[src/source/riscv_ex_pkg.sv]
package riscv_ex_pkg;

  ////////////////////////////////////////
  // Widths and basic types
  ////////////////////////////////////////

  // Data path and instruction widths
  localparam int XLEN = 32;
  localparam int ILEN = 32;

  // Data words and program counters
  typedef logic [XLEN-1:0] xlen_t;

  // Raw instruction word
  typedef logic [ILEN-1:0] instr_t;

  // Predictor counter, bit 1 means predicted taken
  typedef logic [1:0] bp_t;

  // Instruction fields
  typedef logic [6:0] opcode_t;
  typedef logic [2:0] funct3_t;
  typedef logic [6:0] funct7_t;

  // Saturation limits of the predictor counter
  localparam bp_t BP_STRONG_NT = 2'b00;
  localparam bp_t BP_STRONG_T  = 2'b11;

  // Program counter after reset
  localparam xlen_t PC_INIT = 32'h0000_0200;

  ////////////////////////////////////////
  // Multiplier timing
  ////////////////////////////////////////

  // Cycles a MUL occupies the stage
  localparam int MUL_LATENCY = 3;

  // Busy counter, loaded so that the stall lasts MUL_LATENCY-1 cycles
  typedef logic [$clog2(MUL_LATENCY)-1:0] mul_cnt_t;
  localparam mul_cnt_t MUL_CNT_LOAD = mul_cnt_t'(MUL_LATENCY - 2);

  typedef enum logic [1:0] {
    MUL_IDLE,
    MUL_BUSY,
    MUL_DONE
  } mul_state_t;

  ////////////////////////////////////////
  // Opcodes and function codes
  ////////////////////////////////////////

  // Major opcodes
  localparam opcode_t OPC_OP     = 7'b0110011;
  localparam opcode_t OPC_OPIMM  = 7'b0010011;
  localparam opcode_t OPC_LUI    = 7'b0110111;
  localparam opcode_t OPC_AUIPC  = 7'b0010111;
  localparam opcode_t OPC_JAL    = 7'b1101111;
  localparam opcode_t OPC_JALR   = 7'b1100111;
  localparam opcode_t OPC_BRANCH = 7'b1100011;

  // M extension and SUB/SRA selectors
  localparam funct7_t FUNCT7_MULDIV = 7'b0000001;
  localparam funct7_t FUNCT7_ALT    = 7'b0100000;

  // Integer ops
  localparam funct3_t F3_ADD  = 3'b000;
  localparam funct3_t F3_SLL  = 3'b001;
  localparam funct3_t F3_SLT  = 3'b010;
  localparam funct3_t F3_SLTU = 3'b011;
  localparam funct3_t F3_XOR  = 3'b100;
  localparam funct3_t F3_SR   = 3'b101;
  localparam funct3_t F3_OR   = 3'b110;
  localparam funct3_t F3_AND  = 3'b111;

  // Branch conditions
  localparam funct3_t F3_BEQ  = 3'b000;
  localparam funct3_t F3_BNE  = 3'b001;
  localparam funct3_t F3_BLT  = 3'b100;
  localparam funct3_t F3_BGE  = 3'b101;
  localparam funct3_t F3_BLTU = 3'b110;
  localparam funct3_t F3_BGEU = 3'b111;

endpackage

[src/source/riscv_alu.sv]
`timescale 1ns/1ns

module riscv_alu (
  input  logic                 clk,
  input  logic                 rstn,
  input  logic                 ex_stall,
  input  logic                 id_bubble,
  input  logic                 bu_flush,
  input  riscv_ex_pkg::instr_t id_instr,
  input  riscv_ex_pkg::xlen_t  id_pc,
  input  riscv_ex_pkg::xlen_t  opA,
  input  riscv_ex_pkg::xlen_t  opB,
  output riscv_ex_pkg::xlen_t  alu_r,
  output logic                 alu_bubble
);
  import riscv_ex_pkg::*;

  // Instruction fields
  opcode_t    opcode;
  funct3_t    funct3;
  funct7_t    funct7;
  logic [4:0] shamt;

  // Decode
  logic       is_op;
  logic       claim;

  // Partial results
  logic       lt_s;
  logic       lt_u;
  xlen_t      sra_r;
  xlen_t      op_r;
  xlen_t      nxt_r;

  assign opcode = id_instr[6:0];
  assign funct3 = id_instr[14:12];
  assign funct7 = id_instr[31:25];

  // Immediate forms carry the shift amount in opB as well
  assign shamt = opB[4:0];

  // Register-register ops, MUL goes elsewhere
  assign is_op = (opcode == OPC_OP) && (funct7 != FUNCT7_MULDIV);

  always_comb
  begin
    claim = 1'b0;
    case (opcode)
      OPC_OPIMM,
      OPC_LUI,
      OPC_AUIPC,
      OPC_JAL,
      OPC_JALR: claim = 1'b1;
      default:  claim = is_op;
    endcase
  end

  ////////////////////////////////////////
  // Integer operations
  ////////////////////////////////////////

  assign lt_s  = $signed(opA) < $signed(opB);
  assign lt_u  = opA < opB;
  // Arithmetic shift kept apart to stay signed
  assign sra_r = $signed(opA) >>> shamt;

  always_comb
  begin
    case (funct3)
      // SUB only exists in the register form
      F3_ADD:  op_r = (is_op && funct7 == FUNCT7_ALT) ? opA - opB : opA + opB;
      F3_SLL:  op_r = opA << shamt;
      F3_SLT:  op_r = {{(XLEN-1){1'b0}}, lt_s};
      F3_SLTU: op_r = {{(XLEN-1){1'b0}}, lt_u};
      F3_XOR:  op_r = opA ^ opB;
      F3_SR:   op_r = (funct7 == FUNCT7_ALT) ? sra_r : opA >> shamt;
      F3_OR:   op_r = opA | opB;
      default: op_r = opA & opB;
    endcase
  end

  // Upper immediates and link value
  always_comb
  begin
    case (opcode)
      OPC_LUI:   nxt_r = opB;
      OPC_AUIPC: nxt_r = id_pc + opB;
      OPC_JAL,
      OPC_JALR:  nxt_r = id_pc + xlen_t'(4);
      default:   nxt_r = op_r;
    endcase
  end

  ////////////////////////////////////////
  // Result register
  ////////////////////////////////////////

  // Bubble for foreign, empty or killed slots
  always_ff @(posedge clk or negedge rstn)
  begin
    if (!rstn)
      alu_bubble <= 1'b1;
    else if (!ex_stall)
      alu_bubble <= !claim || id_bubble || bu_flush;
  end

  always_ff @(posedge clk)
  begin
    if (!ex_stall)
      alu_r <= nxt_r;
  end

endmodule

[src/source/riscv_bu.sv]
`timescale 1ns/1ns

module riscv_bu (
  input  logic                 clk,
  input  logic                 rstn,
  input  logic                 ex_stall,
  input  logic                 id_bubble,
  input  riscv_ex_pkg::instr_t id_instr,
  input  riscv_ex_pkg::xlen_t  id_pc,
  input  riscv_ex_pkg::xlen_t  opA,
  input  riscv_ex_pkg::xlen_t  opB,
  input  riscv_ex_pkg::bp_t    id_bp_predict,
  output riscv_ex_pkg::xlen_t  bu_nxt_pc,
  output logic                 bu_flush,
  output logic                 bu_bp_btaken,
  output logic                 bu_bp_update,
  output riscv_ex_pkg::bp_t    bu_bp_predict
);
  import riscv_ex_pkg::*;

  opcode_t opcode;
  funct3_t funct3;

  // Offsets from the instruction word
  xlen_t   imm_b;
  xlen_t   imm_j;

  logic    is_branch;
  logic    is_jal;
  logic    is_jalr;
  logic    valid;
  logic    cond;
  logic    taken;
  logic    mispredict;
  xlen_t   target;
  bp_t     bp_nxt;

  assign opcode = id_instr[6:0];
  assign funct3 = id_instr[14:12];

  assign imm_b = {{20{id_instr[31]}}, id_instr[7], id_instr[30:25], id_instr[11:8], 1'b0};
  assign imm_j = {{12{id_instr[31]}}, id_instr[19:12], id_instr[20], id_instr[30:21], 1'b0};

  assign is_branch = (opcode == OPC_BRANCH);
  assign is_jal    = (opcode == OPC_JAL);
  assign is_jalr   = (opcode == OPC_JALR);

  // Slot after a flush is dead
  assign valid = !id_bubble && !bu_flush;

  ////////////////////////////////////////
  // Condition and target
  ////////////////////////////////////////

  // opB holds rs2 here
  always_comb
  begin
    case (funct3)
      F3_BEQ:  cond = (opA == opB);
      F3_BNE:  cond = (opA != opB);
      F3_BLT:  cond = $signed(opA) <  $signed(opB);
      F3_BGE:  cond = $signed(opA) >= $signed(opB);
      F3_BLTU: cond = opA <  opB;
      F3_BGEU: cond = opA >= opB;
      default: cond = 1'b0;
    endcase
  end

  // Jumps are always taken
  assign taken = is_branch ? cond : (is_jal || is_jalr);

  always_comb
  begin
    if (is_jalr)
      target = (opA + opB) & ~xlen_t'(1);
    else if (is_jal)
      target = id_pc + imm_j;
    else if (is_branch && cond)
      target = id_pc + imm_b;
    else
      target = id_pc + xlen_t'(4);
  end

  // JALR target is never predicted
  assign mispredict = (is_branch && (cond != id_bp_predict[1])) ||
                      (is_jal && !id_bp_predict[1]) ||
                      is_jalr;

  // Saturating counter step
  always_comb
  begin
    bp_nxt = id_bp_predict;
    if (is_branch)
    begin
      if (cond && id_bp_predict != BP_STRONG_T)
        bp_nxt = id_bp_predict + 2'b01;
      else if (!cond && id_bp_predict != BP_STRONG_NT)
        bp_nxt = id_bp_predict - 2'b01;
    end
  end

  ////////////////////////////////////////
  // Registered outputs
  ////////////////////////////////////////

  always_ff @(posedge clk or negedge rstn)
  begin
    if (!rstn)
    begin
      bu_flush     <= 1'b0;
      bu_bp_btaken <= 1'b0;
      bu_bp_update <= 1'b0;
    end
    else if (!ex_stall)
    begin
      bu_flush     <= valid && mispredict;
      bu_bp_btaken <= valid && taken;
      // Predictor trains on conditional branches only
      bu_bp_update <= valid && is_branch;
    end
  end

  always_ff @(posedge clk)
  begin
    if (!ex_stall)
    begin
      bu_nxt_pc     <= target;
      bu_bp_predict <= bp_nxt;
    end
  end

  // A flush always kills the next slot
  a_flush_single: assert property (
    @(posedge clk) disable iff (!rstn)
    (bu_flush && !ex_stall) |=> !bu_flush
  );

endmodule

[src/source/riscv_ex.sv]
`timescale 1ns/1ns

module riscv_ex (
  input  logic                 clk,
  input  logic                 rstn,

  // Back-pressure
  input  logic                 wb_stall,
  output logic                 ex_stall,

  // Program counter and branch resolution
  input  riscv_ex_pkg::xlen_t  id_pc,
  output riscv_ex_pkg::xlen_t  ex_pc,
  output riscv_ex_pkg::xlen_t  bu_nxt_pc,
  output logic                 bu_flush,
  output logic                 bu_bp_btaken,
  output logic                 bu_bp_update,
  input  riscv_ex_pkg::bp_t    id_bp_predict,
  output riscv_ex_pkg::bp_t    bu_bp_predict,

  // Instruction
  input  logic                 id_bubble,
  input  riscv_ex_pkg::instr_t id_instr,
  output logic                 ex_bubble,
  output riscv_ex_pkg::instr_t ex_instr,

  // Operand selects from decode
  input  logic                 id_userf_opA,
  input  logic                 id_userf_opB,
  input  logic                 id_bypex_opA,
  input  logic                 id_bypex_opB,
  input  logic                 id_bypmem_opA,
  input  logic                 id_bypmem_opB,
  input  logic                 id_bypwb_opA,
  input  logic                 id_bypwb_opB,

  // Operand values
  input  riscv_ex_pkg::xlen_t  id_opA,
  input  riscv_ex_pkg::xlen_t  id_opB,
  input  riscv_ex_pkg::xlen_t  rf_srcv1,
  input  riscv_ex_pkg::xlen_t  rf_srcv2,
  input  riscv_ex_pkg::xlen_t  mem_r,
  input  riscv_ex_pkg::xlen_t  wb_r,

  // Stage result
  output riscv_ex_pkg::xlen_t  ex_r
);
  import riscv_ex_pkg::*;

  xlen_t opA;
  xlen_t opB;

  // Unit outputs
  xlen_t alu_r;
  xlen_t mul_r;
  logic  alu_bubble;
  logic  mul_bubble;
  logic  mul_stall;

  // Bypass priority EX, MEM, WB, then register file, then decode value
  function automatic xlen_t pick_operand(
    input logic  byp_ex,
    input logic  byp_mem,
    input logic  byp_wb,
    input logic  use_rf,
    input xlen_t v_ex,
    input xlen_t v_mem,
    input xlen_t v_wb,
    input xlen_t v_rf,
    input xlen_t v_id
  );
    if (byp_ex)
      return v_ex;
    else if (byp_mem)
      return v_mem;
    else if (byp_wb)
      return v_wb;
    else if (use_rf)
      return v_rf;
    else
      return v_id;
  endfunction

  ////////////////////////////////////////
  // Stage registers
  ////////////////////////////////////////

  always_ff @(posedge clk or negedge rstn)
  begin
    if (!rstn)
      ex_pc <= PC_INIT;
    else if (!ex_stall)
      ex_pc <= id_pc;
  end

  always_ff @(posedge clk)
  begin
    if (!ex_stall)
      ex_instr <= id_instr;
  end

  ////////////////////////////////////////
  // Operand muxes
  ////////////////////////////////////////

  assign opA = pick_operand(id_bypex_opA, id_bypmem_opA, id_bypwb_opA, id_userf_opA,
                            ex_r, mem_r, wb_r, rf_srcv1, id_opA);
  assign opB = pick_operand(id_bypex_opB, id_bypmem_opB, id_bypwb_opB, id_userf_opB,
                            ex_r, mem_r, wb_r, rf_srcv2, id_opB);

  ////////////////////////////////////////
  // Execution units
  ////////////////////////////////////////

  riscv_alu u_alu (
    .clk        (clk),
    .rstn       (rstn),
    .ex_stall   (ex_stall),
    .id_bubble  (id_bubble),
    .bu_flush   (bu_flush),
    .id_instr   (id_instr),
    .id_pc      (id_pc),
    .opA        (opA),
    .opB        (opB),
    .alu_r      (alu_r),
    .alu_bubble (alu_bubble)
  );

  // Branch target, flush and predictor update
  riscv_bu u_bu (
    .clk           (clk),
    .rstn          (rstn),
    .ex_stall      (ex_stall),
    .id_bubble     (id_bubble),
    .id_instr      (id_instr),
    .id_pc         (id_pc),
    .opA           (opA),
    .opB           (opB),
    .id_bp_predict (id_bp_predict),
    .bu_nxt_pc     (bu_nxt_pc),
    .bu_flush      (bu_flush),
    .bu_bp_btaken  (bu_bp_btaken),
    .bu_bp_update  (bu_bp_update),
    .bu_bp_predict (bu_bp_predict)
  );

  riscv_mul u_mul (
    .clk        (clk),
    .rstn       (rstn),
    .wb_stall   (wb_stall),
    .id_bubble  (id_bubble),
    .bu_flush   (bu_flush),
    .id_instr   (id_instr),
    .opA        (opA),
    .opB        (opB),
    .mul_r      (mul_r),
    .mul_bubble (mul_bubble),
    .mul_stall  (mul_stall)
  );

  // Merge into one result, plain branches add nothing
  assign ex_bubble = alu_bubble & mul_bubble;
  assign ex_stall  = wb_stall | mul_stall;
  assign ex_r      = mul_bubble ? alu_r : mul_r;

  // At most one unit owns the result slot
  a_one_result: assert property (
    @(posedge clk) disable iff (!rstn)
    !(!alu_bubble && !mul_bubble)
  );

endmodule

[src/source/riscv_mul.sv]
`timescale 1ns/1ns

module riscv_mul (
  input  logic                 clk,
  input  logic                 rstn,
  input  logic                 wb_stall,
  input  logic                 id_bubble,
  input  logic                 bu_flush,
  input  riscv_ex_pkg::instr_t id_instr,
  input  riscv_ex_pkg::xlen_t  opA,
  input  riscv_ex_pkg::xlen_t  opB,
  output riscv_ex_pkg::xlen_t  mul_r,
  output logic                 mul_bubble,
  output logic                 mul_stall
);
  import riscv_ex_pkg::*;

  mul_state_t state;
  mul_cnt_t   cnt;
  logic       is_mul;
  logic       accept;

  // Captured operands and their low product
  xlen_t      src_a;
  xlen_t      src_b;
  xlen_t      prod_lo;

  assign is_mul = (id_instr[6:0] == OPC_OP) && (id_instr[31:25] == FUNCT7_MULDIV);

  // Same as an unstalled stage edge
  assign accept = is_mul && !id_bubble && !bu_flush && !wb_stall && (state != MUL_BUSY);

  assign prod_lo = src_a * src_b;

  assign mul_stall  = (state == MUL_BUSY);
  assign mul_bubble = (state != MUL_DONE);

  ////////////////////////////////////////
  // Control FSM
  ////////////////////////////////////////

  always_ff @(posedge clk or negedge rstn)
  begin
    if (!rstn)
    begin
      state <= MUL_IDLE;
      cnt   <= '0;
    end
    else if (!wb_stall)
    begin
      case (state)
        MUL_BUSY:
          if (cnt == '0)
            state <= MUL_DONE;
          else
            cnt <= cnt - 1'b1;
        // Back-to-back MUL leaves DONE straight for BUSY
        default:
          if (accept)
          begin
            state <= MUL_BUSY;
            cnt   <= MUL_CNT_LOAD;
          end
          else
            state <= MUL_IDLE;
      endcase
    end
  end

  // Operand capture and result
  always_ff @(posedge clk)
  begin
    if (accept)
    begin
      src_a <= opA;
      src_b <= opB;
    end
    if (!wb_stall && state == MUL_BUSY && cnt == '0)
      mul_r <= prod_lo;
  end

  a_no_idle_stall: assert property (
    @(posedge clk) disable iff (!rstn)
    (state == MUL_IDLE) |-> !mul_stall
  );

endmodule

[config.mk]
export PLATFORM = sky130hd
export DESIGN_NAME = riscv_ex
export DESIGN_NICKNAME = d
export VERILOG_FILES = /design/src/source/riscv_ex_pkg.sv /design/src/source/riscv_alu.sv /design/src/source/riscv_bu.sv /design/src/source/riscv_ex.sv /design/src/source/riscv_mul.sv
export SDC_FILE = /design/constraint.sdc
export NUM_CORES = 2
export LEC_CHECK = 0
export BUFFER_PORTS_ARGS = -buffer_cell sky130_fd_sc_hd__buf_2
export CORE_MARGIN = 5
export CORE_UTILIZATION = 50
export CTS_BUF_LIST = sky130_fd_sc_hd__clkbuf_8 sky130_fd_sc_hd__clkbuf_16
export DETAILED_ROUTE_END_ITERATION = 8
export PLACE_DENSITY_LB_ADDON = 0.25
export SLEW_MARGIN = 20
export SYNTH_ARGS = -nofsm -noshare
export SYNTH_HDL_FRONTEND = slang
export SYNTH_SLANG_ARGS = --single-unit
export TNS_END_PERCENT = 50
[constraint.sdc]
create_clock -name clk -period 16.5 [get_ports clk]
set_clock_uncertainty 0.05 [all_clocks]
set_input_delay 3.3 -clock clk [delete_from_list [all_inputs] [get_ports clk]]
set_output_delay 3.3 -clock clk [all_outputs]
set_load 0.005 [all_outputs]
==> results.toml <==
[status]
status = "finished clean"

[route]
route.vias.total = 38400
dr.pass1.iters = 6
dr.first_iter.drc_count = 4263
detail-route-antenna-nets = 0
via_per_inst = 6.28
drc = 0
finalWirelength_um = 166000
wl_per_cell_um = 27.2

[clocking]
h-tree-depth = 1
cts.path.max_buffers = 3
clock-sinks = 234
hold_buffers = 0
post_cts_buffers = 0
numCtsBuffers = 29
cts_tree = "done"
cts_resized = 0
cts_root_buf = "clkbuf_16"
clock_latency_ns = 0.63
path_clk_slew_ns = 0.07

[critical_path]
critPathBufInv = 5
cp_top_family = "compound AO/OA/AOI/OAI gates"
cp_cell_sequence = "buf_2, buf_4, or3_1, buf_4, a211oi_1, a211oi_2, inv_1, ha_1, inv_1, o211ai_1, a32oi_1, a221oi_1, o221ai_1, mux2i_2, nand3_2, nand2_1, o221ai_1, mux2_2"
start_kind = "input pin"
crit_fanout = 36
cp.required_ns = 16.82
end_kind = "register"
critPathKind = "input pin to register"
slowest_delay_ns = 0.87
critPathArrivalTime_ns = 10.07
slowest_stage = "or3_1"

[floorplanning]
rows = 104
start_util_pct = 50.4
fp.coreArea_um2 = 80500
dieWidth_um = 295
io_pins = 405
die_y_um = 295
dieArea_um2 = 87000

[sta]
fin_ws_ns = 6.75
final-hold-violation-count = 0
setup_violations = 0
fin_crit_ns = 9.75
fmax_ghz = 0.103
fin_crit_sh_pct = 59.1
rsz0062_at_grt = "false"
worst_pin_slew_ns = 1.22
slew_violations = 0
relSlewSlack_pct = 18.8
tns_ns = 0

[synth]
synth_top_family_by_area = "adder cells"
avgSynthCellArea_um2 = 8.52
yosys.area_share.xor_xnor_pct = 5.00
ys_warn_count = 0
synth_top_cells_by_area = "fa_1, edfxtp_1, ha_1, and2_1, mux2i_1"
yosysUniqueCellTypes = 103
async_flop_share_pct = 17.1
synth_compound_area_share_pct = 17.3
synthMuxAreaShare_pct = 5.75
syn_area_um2 = 40600
syn-num-nets = 5748
yosysSeqAreaShare_pct = 16.8
yosys.area.top_type = "fa_1"
postSynthCellCount = 4767
yosysTopAreaCellShare_pct = 20.4
synthSimpleGateAreaFrac_pct = 17.6
synth-seq-cells = 234
synth_adder_area_share_pct = 29.5
synth_flop_cell = "edfxtp_1"
synth_edf_count = 194

[power_and_ir_drop]
p_leak_nw = 20.4
p_per_area_nw_per_um2 = 61.2
vdd_drop_max_uv = 94.0

[hold_path]
hold_class = "register to register"

[global_routing]
grt_pass1_vias = 37500
grt-ovfl-total = 0
grt_pass1_wl_um = 245000
antenna_found_initial = 9
gr-usage-all-layers_pct = 37.2
grt_start_max_net_pins = 73

[placement]
port_buffers = 404
place_ws_ns = 6.30
gp_congestion = 1.06
hpwl_um = 131000

[job]
max_cap_violations = 0

[layout]
fin_nets = 6003
area_growth_syn_to_layout_pct = 9.94
drive_above_1_share_pct = 13.2
## report_power, final
part | internal [mW] | switching, mW | total (mW)
Sequential | 0.679 | 0.0189 | 0.698
Clock | 0.408 | 0.301 | 0.709
Combinational | 0.443 | 0.883 | 1.33
## routing by layer
metal	track usage (%)	up-vias	part of all wire, %
met1	52.1	19000	41
met4	13.0	2	4.3
li1	-	16700	-
met3	8.51	380	12
met2	57.3	2267	43
met5	0	-	0.0078
## area by class of cell
type / instances / area (um^2)
tap: 1060 / 1330
timing repair buffer: 506 / 2800
clock inverter: 25 / 313
fill: 7540 / 35900
clock buffer: 29 / 726
sequential: 234 / 6830
inverter: 544 / 2040
antenna: 7 / 17.5
multi-input combinational: 3707 / 30600
## synth_stat cells, types with 165 or more instances
cell type,instances
ha_1,298
nor2_1,304
o21ai_0,193
nand2_1,514
inv_1,528
and2_1,346
xnor2_1,165
edfxtp_1,194
clkbuf_1,197
fa_1,413
mux2i_1,200
a21oi_1,276
## per-stage QoR
step | hold WS (ns) | instance area, um^2 | power [mW] | instances | utilization (%)
2_1_floorplan | 0.390 | 40600 | 1.50 | 4767 | -
3_3_place_gp | 0.395 | 43600 | 1.98 | 6049 | 54.1
3_5_place_dp | 0.401 | 43600 | 1.97 | 6049 | 54.1
4_1_cts | 0.409 | 44600 | 2.69 | 6103 | 55.4
5_1_grt | 0.437 | 44700 | 2.83 | 6110 | 55.4
6_report | 0.409 | 44700 | 2.73 | 6112 | 55.4
## worst paths after layout
kind	from	endpoint	slack, ns	cells past startpoint
min in group asynchronous	rstn	ex_pc[15]	2.75	2
max in group asynchronous	rstn	u_mul.state[0]	13.21	2
worst max-delay path	id_bypex_opA	u_bu.bu_nxt_pc[13]	6.75	18
worst min register to register	ex_pc[9]	ex_pc[9]	0.41	2
worst max register to register	u_mul.src_b[6]	u_mul.mul_r[30]	8.12	23
worst min-delay path	ex_pc[9]	ex_pc[9]	0.41	2
## cells in the final DEF (no fill, tap or decap), types with 28 or more instances in the layout
cell,netlist,final
a211oi_1,102,102
a21o_1,46,46
a21oi_1,276,276
a31oi_1,42,42
and2_1,346,346
buf_2,42,404
buf_4,12,100
clkbuf_16,0,29
dfrtp_1,38,38
edfxtp_1,194,194
fa_1,413,413
ha_1,298,298
inv_1,528,529
mux2i_1,200,200
nand2_1,514,514
nand2b_1,33,33
nand3_1,62,61
nor2_1,304,301
nor2b_1,46,44
nor3_1,57,56
o211ai_1,45,45
o21ai_0,193,193
o221ai_1,28,28
o22ai_1,34,34
xnor2_1,165,165
xor2_1,67,67
## flip-flops by register name (all words and copies together), names as in the netlist
| signal | cells |
|---|---|
| u_mul.src_b | 32 |
| u_alu.alu_r | 32 |
| u_bu.bu_bp_predict | 2 |
| u_mul.mul_r | 32 |
| u_bu.bu_flush | 1 |
| u_mul.state | 2 |
| u_alu.alu_bubble | 1 |
| u_bu.bu_bp_btaken | 1 |
| u_bu.bu_nxt_pc | 32 |
| u_bu.bu_bp_update | 1 |
| ex_instr | 32 |
| u_mul.src_a | 32 |
| u_mul.cnt | 2 |
| ex_pc | 32 |
## worst reg2reg max path, cell delays in order (launching register included)
cell,delay [ns]
edfxtp_1,1.11
and2_1,0.31
fa_1,0.46
fa_1,0.51
fa_1,0.53
inv_1,0.06
fa_1,0.47
inv_1,0.04
ha_1,0.26
ha_1,0.30
fa_1,0.51
fa_1,0.46
ha_1,0.39
o21a_1,0.14
o211ai_1,0.10
nor4_1,0.70
nor3_1,0.22
o21ai_0,0.44
a41o_1,0.29
o211a_1,0.19
o21a_1,0.12
o21ai_0,0.12
a21oi_1,0.21
xor2_1,0.09
## cell families after synthesis
| group | Yosys count |
|---|---|
| buffers and inverters | 826 |
| multiplexers | 229 |
| adder cells (fa/ha/maj) | 711 |
| flip-flops | 234 |
| AO/OA/AOI/OAI | 1055 |
| XOR/XNOR | 232 |
| AND/OR/NAND/NOR | 1480 |
Power figures use the tool's default switching activity.
